<file path="src/source/vmaPkg.sv">
package vmaPkg;

  localparam int sectionBits = 5;
  localparam int wordBits = 18;
  localparam int addrBits = sectionBits + wordBits;
  localparam int magicBits = 5;
  localparam int trapMixBits = 4;
  localparam int diagSelBits = 3;
  localparam int ebusBits = 24;

  // AC addresses occupy words 0 to 15
  localparam int acBits = 4;

  typedef logic [sectionBits-1:0] sectionT;
  typedef logic [wordBits-1:0] wordT;

  // Section in the high bits, in-section word in the low bits
  typedef logic [addrBits-1:0] vmaAddrT;

  typedef logic [magicBits-1:0] magicT;
  typedef logic [trapMixBits-1:0] trapMixT;
  typedef logic [diagSelBits-1:0] diagSelT;
  typedef logic [ebusBits-1:0] ebusWordT;

  // Source of the VMA section bits on a load
  typedef enum logic [1:0] {
    keepSec,
    pcSec,
    prevSec,
    adSec
  } vmaxSelT;

  typedef struct packed {
    logic loadVma;
    logic incVma;
    logic adSel;
    logic vmaxEn;
    vmaxSelT vmaxSel;
    logic magicMode;
    logic loadPc;
    logic loadHeld;
    logic selHeld;
    logic datao;
    logic loadPrevCtx;
  } vmaCtlT;

  typedef struct packed {
    logic readOrWrite;
    logic fetch;
    logic extended;
    logic uebrRef;
    logic adrErr;
  } memRefT;

  typedef struct packed {
    logic acRef;
    logic localAc;
    logic match;
    logic vmaSec0;
    logic pcSec0;
    logic prevSec0;
  } vmaFlagsT;

endpackage

</file>
<file path="src/source/vmaAdder.sv">
`timescale 1ns/1ns

module vmaAdder (
  input  logic              magicMode,
  input  logic              inc,
  input  vmaPkg::vmaAddrT   pc,
  input  vmaPkg::magicT     magic,
  input  vmaPkg::trapMixT   trapMix,
  output vmaPkg::wordT      nextWord
);

  vmaPkg::wordT pcWord;
  vmaPkg::wordT magicExt;
  vmaPkg::wordT trapExt;
  vmaPkg::wordT incExt;

  assign pcWord = pc[vmaPkg::wordBits-1:0];
  assign magicExt = vmaPkg::wordT'(magic);
  assign trapExt = vmaPkg::wordT'(trapMix);
  assign incExt = vmaPkg::wordT'(inc);

  // Both sums wrap within the section
  always_comb begin
    if (magicMode) begin
      nextWord = pcWord + magicExt;
    end else begin
      // Trap mix offset, with the increment as carry in
      nextWord = pcWord + trapExt + incExt;
    end
  end

endmodule

</file>
<file path="src/source/vmaReg.sv">
`timescale 1ns/1ns

module vmaReg (
  input  logic              clk,
  input  logic              rstN,
  input  vmaPkg::vmaCtlT    ctl,
  input  vmaPkg::vmaAddrT   edpAd,
  input  vmaPkg::wordT      nextWord,
  input  vmaPkg::vmaAddrT   pc,
  input  vmaPkg::sectionT   prevSection,
  output vmaPkg::vmaAddrT   vma
);

  vmaPkg::sectionT curSec;
  vmaPkg::sectionT loadSec;
  vmaPkg::wordT loadWord;

  assign curSec = vma[vmaPkg::addrBits-1:vmaPkg::wordBits];

  // Word comes from the AD bus or from the address adder
  assign loadWord = ctl.adSel ? edpAd[vmaPkg::wordBits-1:0] : nextWord;

  // Four-way section select, held when VMAX is disabled
  always_comb begin
    loadSec = curSec;
    if (ctl.vmaxEn) begin
      case (ctl.vmaxSel)
        vmaPkg::keepSec: loadSec = curSec;
        vmaPkg::pcSec:   loadSec = pc[vmaPkg::addrBits-1:vmaPkg::wordBits];
        vmaPkg::prevSec: loadSec = prevSection;
        vmaPkg::adSec:   loadSec = edpAd[vmaPkg::addrBits-1:vmaPkg::wordBits];
        default:         loadSec = curSec;
      endcase
    end
  end

  always_ff @(posedge clk) begin
    if (!rstN) begin
      vma <= '0;
    end else if (ctl.loadVma) begin
      vma <= {loadSec, loadWord};
    end else if (ctl.incVma) begin
      // Counts across the section boundary and wraps at the top
      vma <= vma + vmaPkg::vmaAddrT'(1);
    end
  end

endmodule

</file>
<file path="src/source/vmaContext.sv">
`timescale 1ns/1ns

module vmaContext (
  input  logic              clk,
  input  logic              rstN,
  input  vmaPkg::vmaCtlT    ctl,
  input  vmaPkg::vmaAddrT   vma,
  input  vmaPkg::vmaAddrT   edpAd,
  output vmaPkg::vmaAddrT   pc,
  output vmaPkg::vmaAddrT   held,
  output vmaPkg::vmaAddrT   adrBrk,
  output vmaPkg::vmaAddrT   heldOrPc,
  output vmaPkg::sectionT   prevSection
);

  always_ff @(posedge clk) begin
    if (!rstN) begin
      pc <= '0;
      held <= '0;
    end else begin
      if (ctl.loadPc) begin
        pc <= vma;
      end
      // Snapshot of the VMA for later restore
      if (ctl.loadHeld) begin
        held <= vma;
      end
    end
  end

  // Address break and previous context come from DATAO and the AD bus
  always_ff @(posedge clk) begin
    if (!rstN) begin
      adrBrk <= '0;
      prevSection <= '0;
    end else begin
      if (ctl.datao) begin
        adrBrk <= edpAd;
      end
      if (ctl.loadPrevCtx) begin
        prevSection <= edpAd[vmaPkg::addrBits-1:vmaPkg::wordBits];
      end
    end
  end

  assign heldOrPc = ctl.selHeld ? held : pc;

endmodule

</file>
<file path="src/source/vmaDecode.sv">
`timescale 1ns/1ns

module vmaDecode (
  input  vmaPkg::memRefT    memRef,
  input  vmaPkg::vmaAddrT   vma,
  input  vmaPkg::vmaAddrT   pc,
  input  vmaPkg::vmaAddrT   adrBrk,
  input  vmaPkg::sectionT   prevSection,
  output vmaPkg::vmaFlagsT  flags
);

  vmaPkg::sectionT vmaSec;
  vmaPkg::sectionT pcSec;
  logic vmaSec01;
  logic isLocal;
  logic acWord;

  assign vmaSec = vma[vmaPkg::addrBits-1:vmaPkg::wordBits];
  assign pcSec = pc[vmaPkg::addrBits-1:vmaPkg::wordBits];

  // Sections 0 and 1 share the low bit only
  assign vmaSec01 = vmaSec[vmaPkg::sectionBits-1:1] == '0;
  assign isLocal = ~memRef.extended | memRef.fetch | vmaSec01;

  // Word falls in the AC block
  assign acWord = vma[vmaPkg::wordBits-1:vmaPkg::acBits] == '0;

  assign flags.acRef = acWord & isLocal & memRef.readOrWrite &
                       ~memRef.uebrRef & ~memRef.adrErr;
  assign flags.localAc = isLocal & ~vmaSec01 & acWord & ~memRef.adrErr;
  assign flags.match = vma == adrBrk;
  assign flags.vmaSec0 = vmaSec == '0;
  assign flags.pcSec0 = pcSec == '0;
  assign flags.prevSec0 = prevSection == '0;

endmodule

</file>
<file path="src/source/vmaDiag.sv">
`timescale 1ns/1ns

module vmaDiag (
  input  logic              readVma,
  input  vmaPkg::diagSelT   diagSel,
  input  vmaPkg::vmaAddrT   vma,
  input  vmaPkg::vmaAddrT   pc,
  input  vmaPkg::vmaAddrT   held,
  input  vmaPkg::vmaAddrT   adrBrk,
  input  vmaPkg::sectionT   prevSection,
  input  vmaPkg::vmaFlagsT  flags,
  output vmaPkg::ebusWordT  ebusData,
  output logic              ebusDriving
);

  vmaPkg::ebusWordT view;

  // Each view zero-extended to the bus width
  always_comb begin
    case (diagSel)
      3'd0:    view = vmaPkg::ebusWordT'(vma);
      3'd1:    view = vmaPkg::ebusWordT'(pc);
      3'd2:    view = vmaPkg::ebusWordT'(held);
      3'd3:    view = vmaPkg::ebusWordT'(adrBrk);
      3'd4:    view = vmaPkg::ebusWordT'(prevSection);
      3'd5:    view = vmaPkg::ebusWordT'(flags);
      default: view = '0;
    endcase
  end

  // Bus stays quiet unless the diagnostic read is active
  assign ebusData = readVma ? view : '0;
  assign ebusDriving = readVma;

endmodule

</file>
<file path="src/source/vmaTop.sv">
`timescale 1ns/1ns

module vmaTop (
  input  logic              clk,
  input  logic              rstN,
  input  vmaPkg::vmaCtlT    ctl,
  input  vmaPkg::memRefT    memRef,
  input  vmaPkg::vmaAddrT   edpAd,
  input  vmaPkg::magicT     magic,
  input  vmaPkg::trapMixT   trapMix,
  input  vmaPkg::diagSelT   diagSel,
  input  logic              readVma,
  output vmaPkg::vmaAddrT   vma,
  output vmaPkg::vmaAddrT   pc,
  output vmaPkg::vmaAddrT   heldOrPc,
  output vmaPkg::vmaFlagsT  flags,
  output vmaPkg::ebusWordT  ebusData,
  output logic              ebusDriving
);

  vmaPkg::wordT nextWord;
  vmaPkg::vmaAddrT held;
  vmaPkg::vmaAddrT adrBrk;
  vmaPkg::sectionT prevSection;

  vmaAdder adder0 (
    .magicMode(ctl.magicMode),
    .inc(ctl.incVma),
    .pc(pc),
    .magic(magic),
    .trapMix(trapMix),
    .nextWord(nextWord)
  );

  vmaReg reg0 (
    .clk(clk),
    .rstN(rstN),
    .ctl(ctl),
    .edpAd(edpAd),
    .nextWord(nextWord),
    .pc(pc),
    .prevSection(prevSection),
    .vma(vma)
  );

  vmaContext context0 (
    .clk(clk),
    .rstN(rstN),
    .ctl(ctl),
    .vma(vma),
    .edpAd(edpAd),
    .pc(pc),
    .held(held),
    .adrBrk(adrBrk),
    .heldOrPc(heldOrPc),
    .prevSection(prevSection)
  );

  vmaDecode decode0 (
    .memRef(memRef),
    .vma(vma),
    .pc(pc),
    .adrBrk(adrBrk),
    .prevSection(prevSection),
    .flags(flags)
  );

  vmaDiag diag0 (
    .readVma(readVma),
    .diagSel(diagSel),
    .vma(vma),
    .pc(pc),
    .held(held),
    .adrBrk(adrBrk),
    .prevSection(prevSection),
    .flags(flags),
    .ebusData(ebusData),
    .ebusDriving(ebusDriving)
  );

endmodule

</file>
<file path="config.mk">
export PLATFORM = sky130hd
export DESIGN_NAME = vmaTop
export DESIGN_NICKNAME = d
export VERILOG_FILES = /design/src/source/vmaPkg.sv /design/src/source/vmaAdder.sv /design/src/source/vmaReg.sv /design/src/source/vmaContext.sv /design/src/source/vmaDecode.sv /design/src/source/vmaDiag.sv /design/src/source/vmaTop.sv
export SDC_FILE = /design/constraint.sdc
export NUM_CORES = 1
export LEC_CHECK = 0
export CAP_MARGIN = 5
export CORE_UTILIZATION = 65
export CTS_CLUSTER_SIZE = 25
export DETAILED_ROUTE_END_ITERATION = 7
export DONT_BUFFER_PORTS = 1
export PLACE_DENSITY = 0.87
export SLEW_MARGIN = 20
export SYNTH_ARGS = -nofsm -noshare
export SYNTH_HDL_FRONTEND = slang
export SYNTH_SLANG_ARGS = --single-unit
</file>
<file path="constraint.sdc">
create_clock -name clk -period 2.7 [get_ports clk]
set_input_delay 0.405 -clock clk [delete_from_list [all_inputs] [get_ports clk]]
set_output_delay 0.405 -clock clk [all_outputs]
set_load 0.1 [all_outputs]
</file>
==> results_dict.tcl <==
set metrics [dict create \
    run_status "finished, final reports clean" \
    path_buf_inv 1 \
    synth_cell_type_count 69 \
    maxSlewHeadroom 0.433 \
    netlist.area_leader.share 0.287 \
    gp_routability_congestion 0.941 \
    antenna_violating_nets_post_route 0 \
    floorplan.initialDensity 0.682 \
    detailedRoute.firstPassIterationCount 6 \
    core-area_um2 9910 \
    cp.required_ps 2300 \
    rsz0062_at_grt "true" \
    tightest_slew_ps 844 \
    yosys.cell_count.top_type "sky130_fd_sc_hd__dfxtp_1" \
    routed_via_count 6532 \
    tritoncts.num_buffers 9 \
    antennaDiodeCount 0 \
    synth-async-reset-ratio 0 \
    slowest_delay_ps 470 \
    syn_area_um2 6760 \
    holdCritPathClass "in2reg" \
    die-area_um2 10800 \
    period_needed_ps 2690 \
    globalRoute.totalOverflow 0 \
    finalCritPeriodShare 0.997 \
    multiInputGateArea_um2 4640 \
    cp_cell_sequence "xnor2_1 > nand4_1 > nor4_1 > nand4_1 > a21oi_4 > buf_12" \
    post_synth_inst_count 770 \
    critPathMaxFanout 7 \
    worst_setup_slack_before_clock_tree_synthesis_ps 166 \
    grt_start_max_net_pins 101 \
    placed_area_um2 7850 \
    clock_latency_reported_for_the_late_side_of_the_worst_skew_pair_ps 390 \
    maxCapViolCount 0 \
    clock-skew-final_ps 18.1 \
    drc_errors 0 \
    hold_violations 0 \
    syn_area_per_cell_um2 8.77 \
    yosysSeqAreaShare 0.287 \
    yosys_warnings 0 \
    vdd.ir_drop.worst_mv 0.426 \
    dr.first_iter.drc_count 755 \
    crit_path_top_delay_cell "sky130_fd_sc_hd__nor4_1" \
    antenna_found_initial 0 \
    synth.area.top_cells "sky130_fd_sc_hd__dfxtp_1 29%, sky130_fd_sc_hd__mux2i_1 13%, sky130_fd_sc_hd__nor2b_1 7.9%, sky130_fd_sc_hd__xnor2_1 5.1%, sky130_fd_sc_hd__a22oi_1 4.2%" \
    crit_family "simple AND/OR/NAND/NOR gates" \
    regArea_um2 2030 \
    avgViaCountPerCell 7.02 \
    nNetsFinal 860 \
    p_leak_nw 2.99 \
    cellPowerDensity_nw_per_um2 465 \
    cpMostUsedCell "sky130_fd_sc_hd__nand4_1" \
    critical_path.startpoint_type "flip-flop" \
    flow.area_growth_from_synthesis_pct 19.4 \
    final-max-slew-violation-count 0 \
    yosysTopAreaCell "sky130_fd_sc_hd__dfxtp_1" \
    synth_fp_nets 837 \
    final_area_um2 8060 \
    grtUsageTotal 0.420 \
    placement_rows 36 \
    post_route_worst_setup_slack_ps 8.17 \
    ctsRootBufferMaster "sky130_fd_sc_hd__clkbuf_8" \
    place.detailed.hpwl_mm 16.5 \
    postLayoutCoreUtil 0.814 \
    worst-setup-path-type "reg2out" \
    endpoint_kind "primary output" \
    clock_path_buffers 2 \
    synth.cells.most_frequent "97 x sky130_fd_sc_hd__dfxtp_1, 88 x sky130_fd_sc_hd__mux2i_1, 85 x sky130_fd_sc_hd__nor2b_1" \
    ys_seq_elements 97 \
    routed_wl_mm 23.0 \
    fp.dieH_um 104 \
    io_buffers 0 \
    io_pins 155 \
    quantity_of_hold_fixing_buffers_added_after_cts 0 \
    max_clock_freq_ghz 0.371 \
    clock_sinks 97 \
    global_route_wire_length_before_repair_mm 35.3 \
    finalSetupViolations 0 \
    die_extent_in_x_um 104 \
    timing.critical_path.arrival_ps 2290 \
    worst_setup_hold_path_clk_slew_ps 110 \
    wl_per_cell_um 24.7 \
    cts_tree "done" \
    edff_count_synth 0 \
    post_synth_top_flop "sky130_fd_sc_hd__dfxtp_1" \
    num-fill-cells 599 \
    layout-drive-gt1-share 0.259 \
    grt_pass1_vias 6345 \
    cts.htree.levels 3 \
]
==> logic make-up after synthesis <==
family	count (synthesis)	synth area share
flops	97	0.287
xor+xnor	50	0.0648
fa+ha+maj	12	0.0256
mux	111	0.169
buf+inv	94	0.0676
simple gates	234	0.201
other cells	1	0.000555
compound gates	171	0.184
==> flip-flops by register name, summed over array words and instances (netlist names) <==
| register | cells |
|---|---|
| reg0.vma | 23 |
| context0.adrBrk | 23 |
| context0.pc | 23 |
| context0.prevSection | 5 |
| context0.held | 23 |
==> repair_timing <==
item,in CTS,in global routing
pin swaps,1,1
gates cloned,0,0
resized for setup,0,3
setup buffers,1,0
endpoints found under the setup margin,1,2
==> metal layers <==
| metal | vias up | share of wire | track usage |
|---|---|---|---|
| li1 | 2845 | - | - |
| met1 | 3120 | 0.37 | 0.528 |
| met2 | 470 | 0.47 | 0.671 |
| met3 | 97 | 0.11 | 0.117 |
| met4 | 0 | 0.043 | 0.186 |
| met5 | - | 0 | 0 |
==> area by class of cell <==
class | count | area share
Sequential cell | 97 | 0.252
Clock buffer | 11 | 0.0189
Timing Repair Buffer | 89 | 0.121
Clock inverter | 5 | 0.00465
Inverter | 17 | 0.00791
Tap cell | 133 | 0.0206
Multi-Input combinational cell | 579 | 0.575
==> through the flow <==
step / TNS [ps] / hold WS (ps) / power (mW) / instances
final: 0 / 148 / 3.75 / 931
after global routing: -16.2 / 123 / 3.86 / 931
after CTS: 0 / 122 / 3.73 / 931
after detailed placement: 0 / 531 / 2.80 / 914
after global placement: 0 / 514 / 2.77 / 914
after floorplan: -3470 / 500 / 2.65 / 770
==> power breakdown <==
part / switching, mW / internal [mW] / leakage [nW]
Sequential: 0.112 / 1.50 / 0.812
Clock: 0.550 / 0.398 / 0.0994
Combinational: 0.823 / 0.364 / 2.08
==> worst paths after layout <==
path,start,to,slack (ps),depth (start not counted)
max reg2reg,context0.pc[0],reg0.vma[16],230,8
min reg2reg,context0.held[13],context0.held[13],550,2
max,reg0.vma[13],ebusData[3],8,6
min,rstN,reg0.vma[15],150,2
==> layout by cell type, fill, tap and decap left out, types with 4 or more instances in the layout <==
master	count
sky130_fd_sc_hd__nand4_1	17
sky130_fd_sc_hd__buf_4	64
sky130_fd_sc_hd__nor3_1	6
sky130_fd_sc_hd__clkbuf_8	9
sky130_fd_sc_hd__a21oi_2	8
sky130_fd_sc_hd__a22oi_1	38
sky130_fd_sc_hd__xnor2_1	39
sky130_fd_sc_hd__buf_12	24
sky130_fd_sc_hd__xor2_1	11
sky130_fd_sc_hd__a211oi_1	5
sky130_fd_sc_hd__o221ai_1	5
sky130_fd_sc_hd__mux2_2	23
sky130_fd_sc_hd__o211a_1	4
sky130_fd_sc_hd__o211ai_1	12
sky130_fd_sc_hd__a31oi_1	6
sky130_fd_sc_hd__dfxtp_1	68
sky130_fd_sc_hd__a21oi_1	16
sky130_fd_sc_hd__ha_1	9
sky130_fd_sc_hd__a221oi_1	6
sky130_fd_sc_hd__nor4_1	8
sky130_fd_sc_hd__dfxtp_4	21
sky130_fd_sc_hd__and2_1	6
sky130_fd_sc_hd__inv_1	17
sky130_fd_sc_hd__nand3b_1	4
sky130_fd_sc_hd__nand3_1	17
sky130_fd_sc_hd__mux2i_1	88
sky130_fd_sc_hd__dfxtp_2	8
sky130_fd_sc_hd__a21oi_4	11
sky130_fd_sc_hd__o21ai_0	15
sky130_fd_sc_hd__nor2b_1	84
sky130_fd_sc_hd__o21a_1	7
sky130_fd_sc_hd__nand2b_1	4
sky130_fd_sc_hd__nor2_1	23
sky130_fd_sc_hd__nand2_1	35
Note: power is estimated with default switching activity, not from simulation.
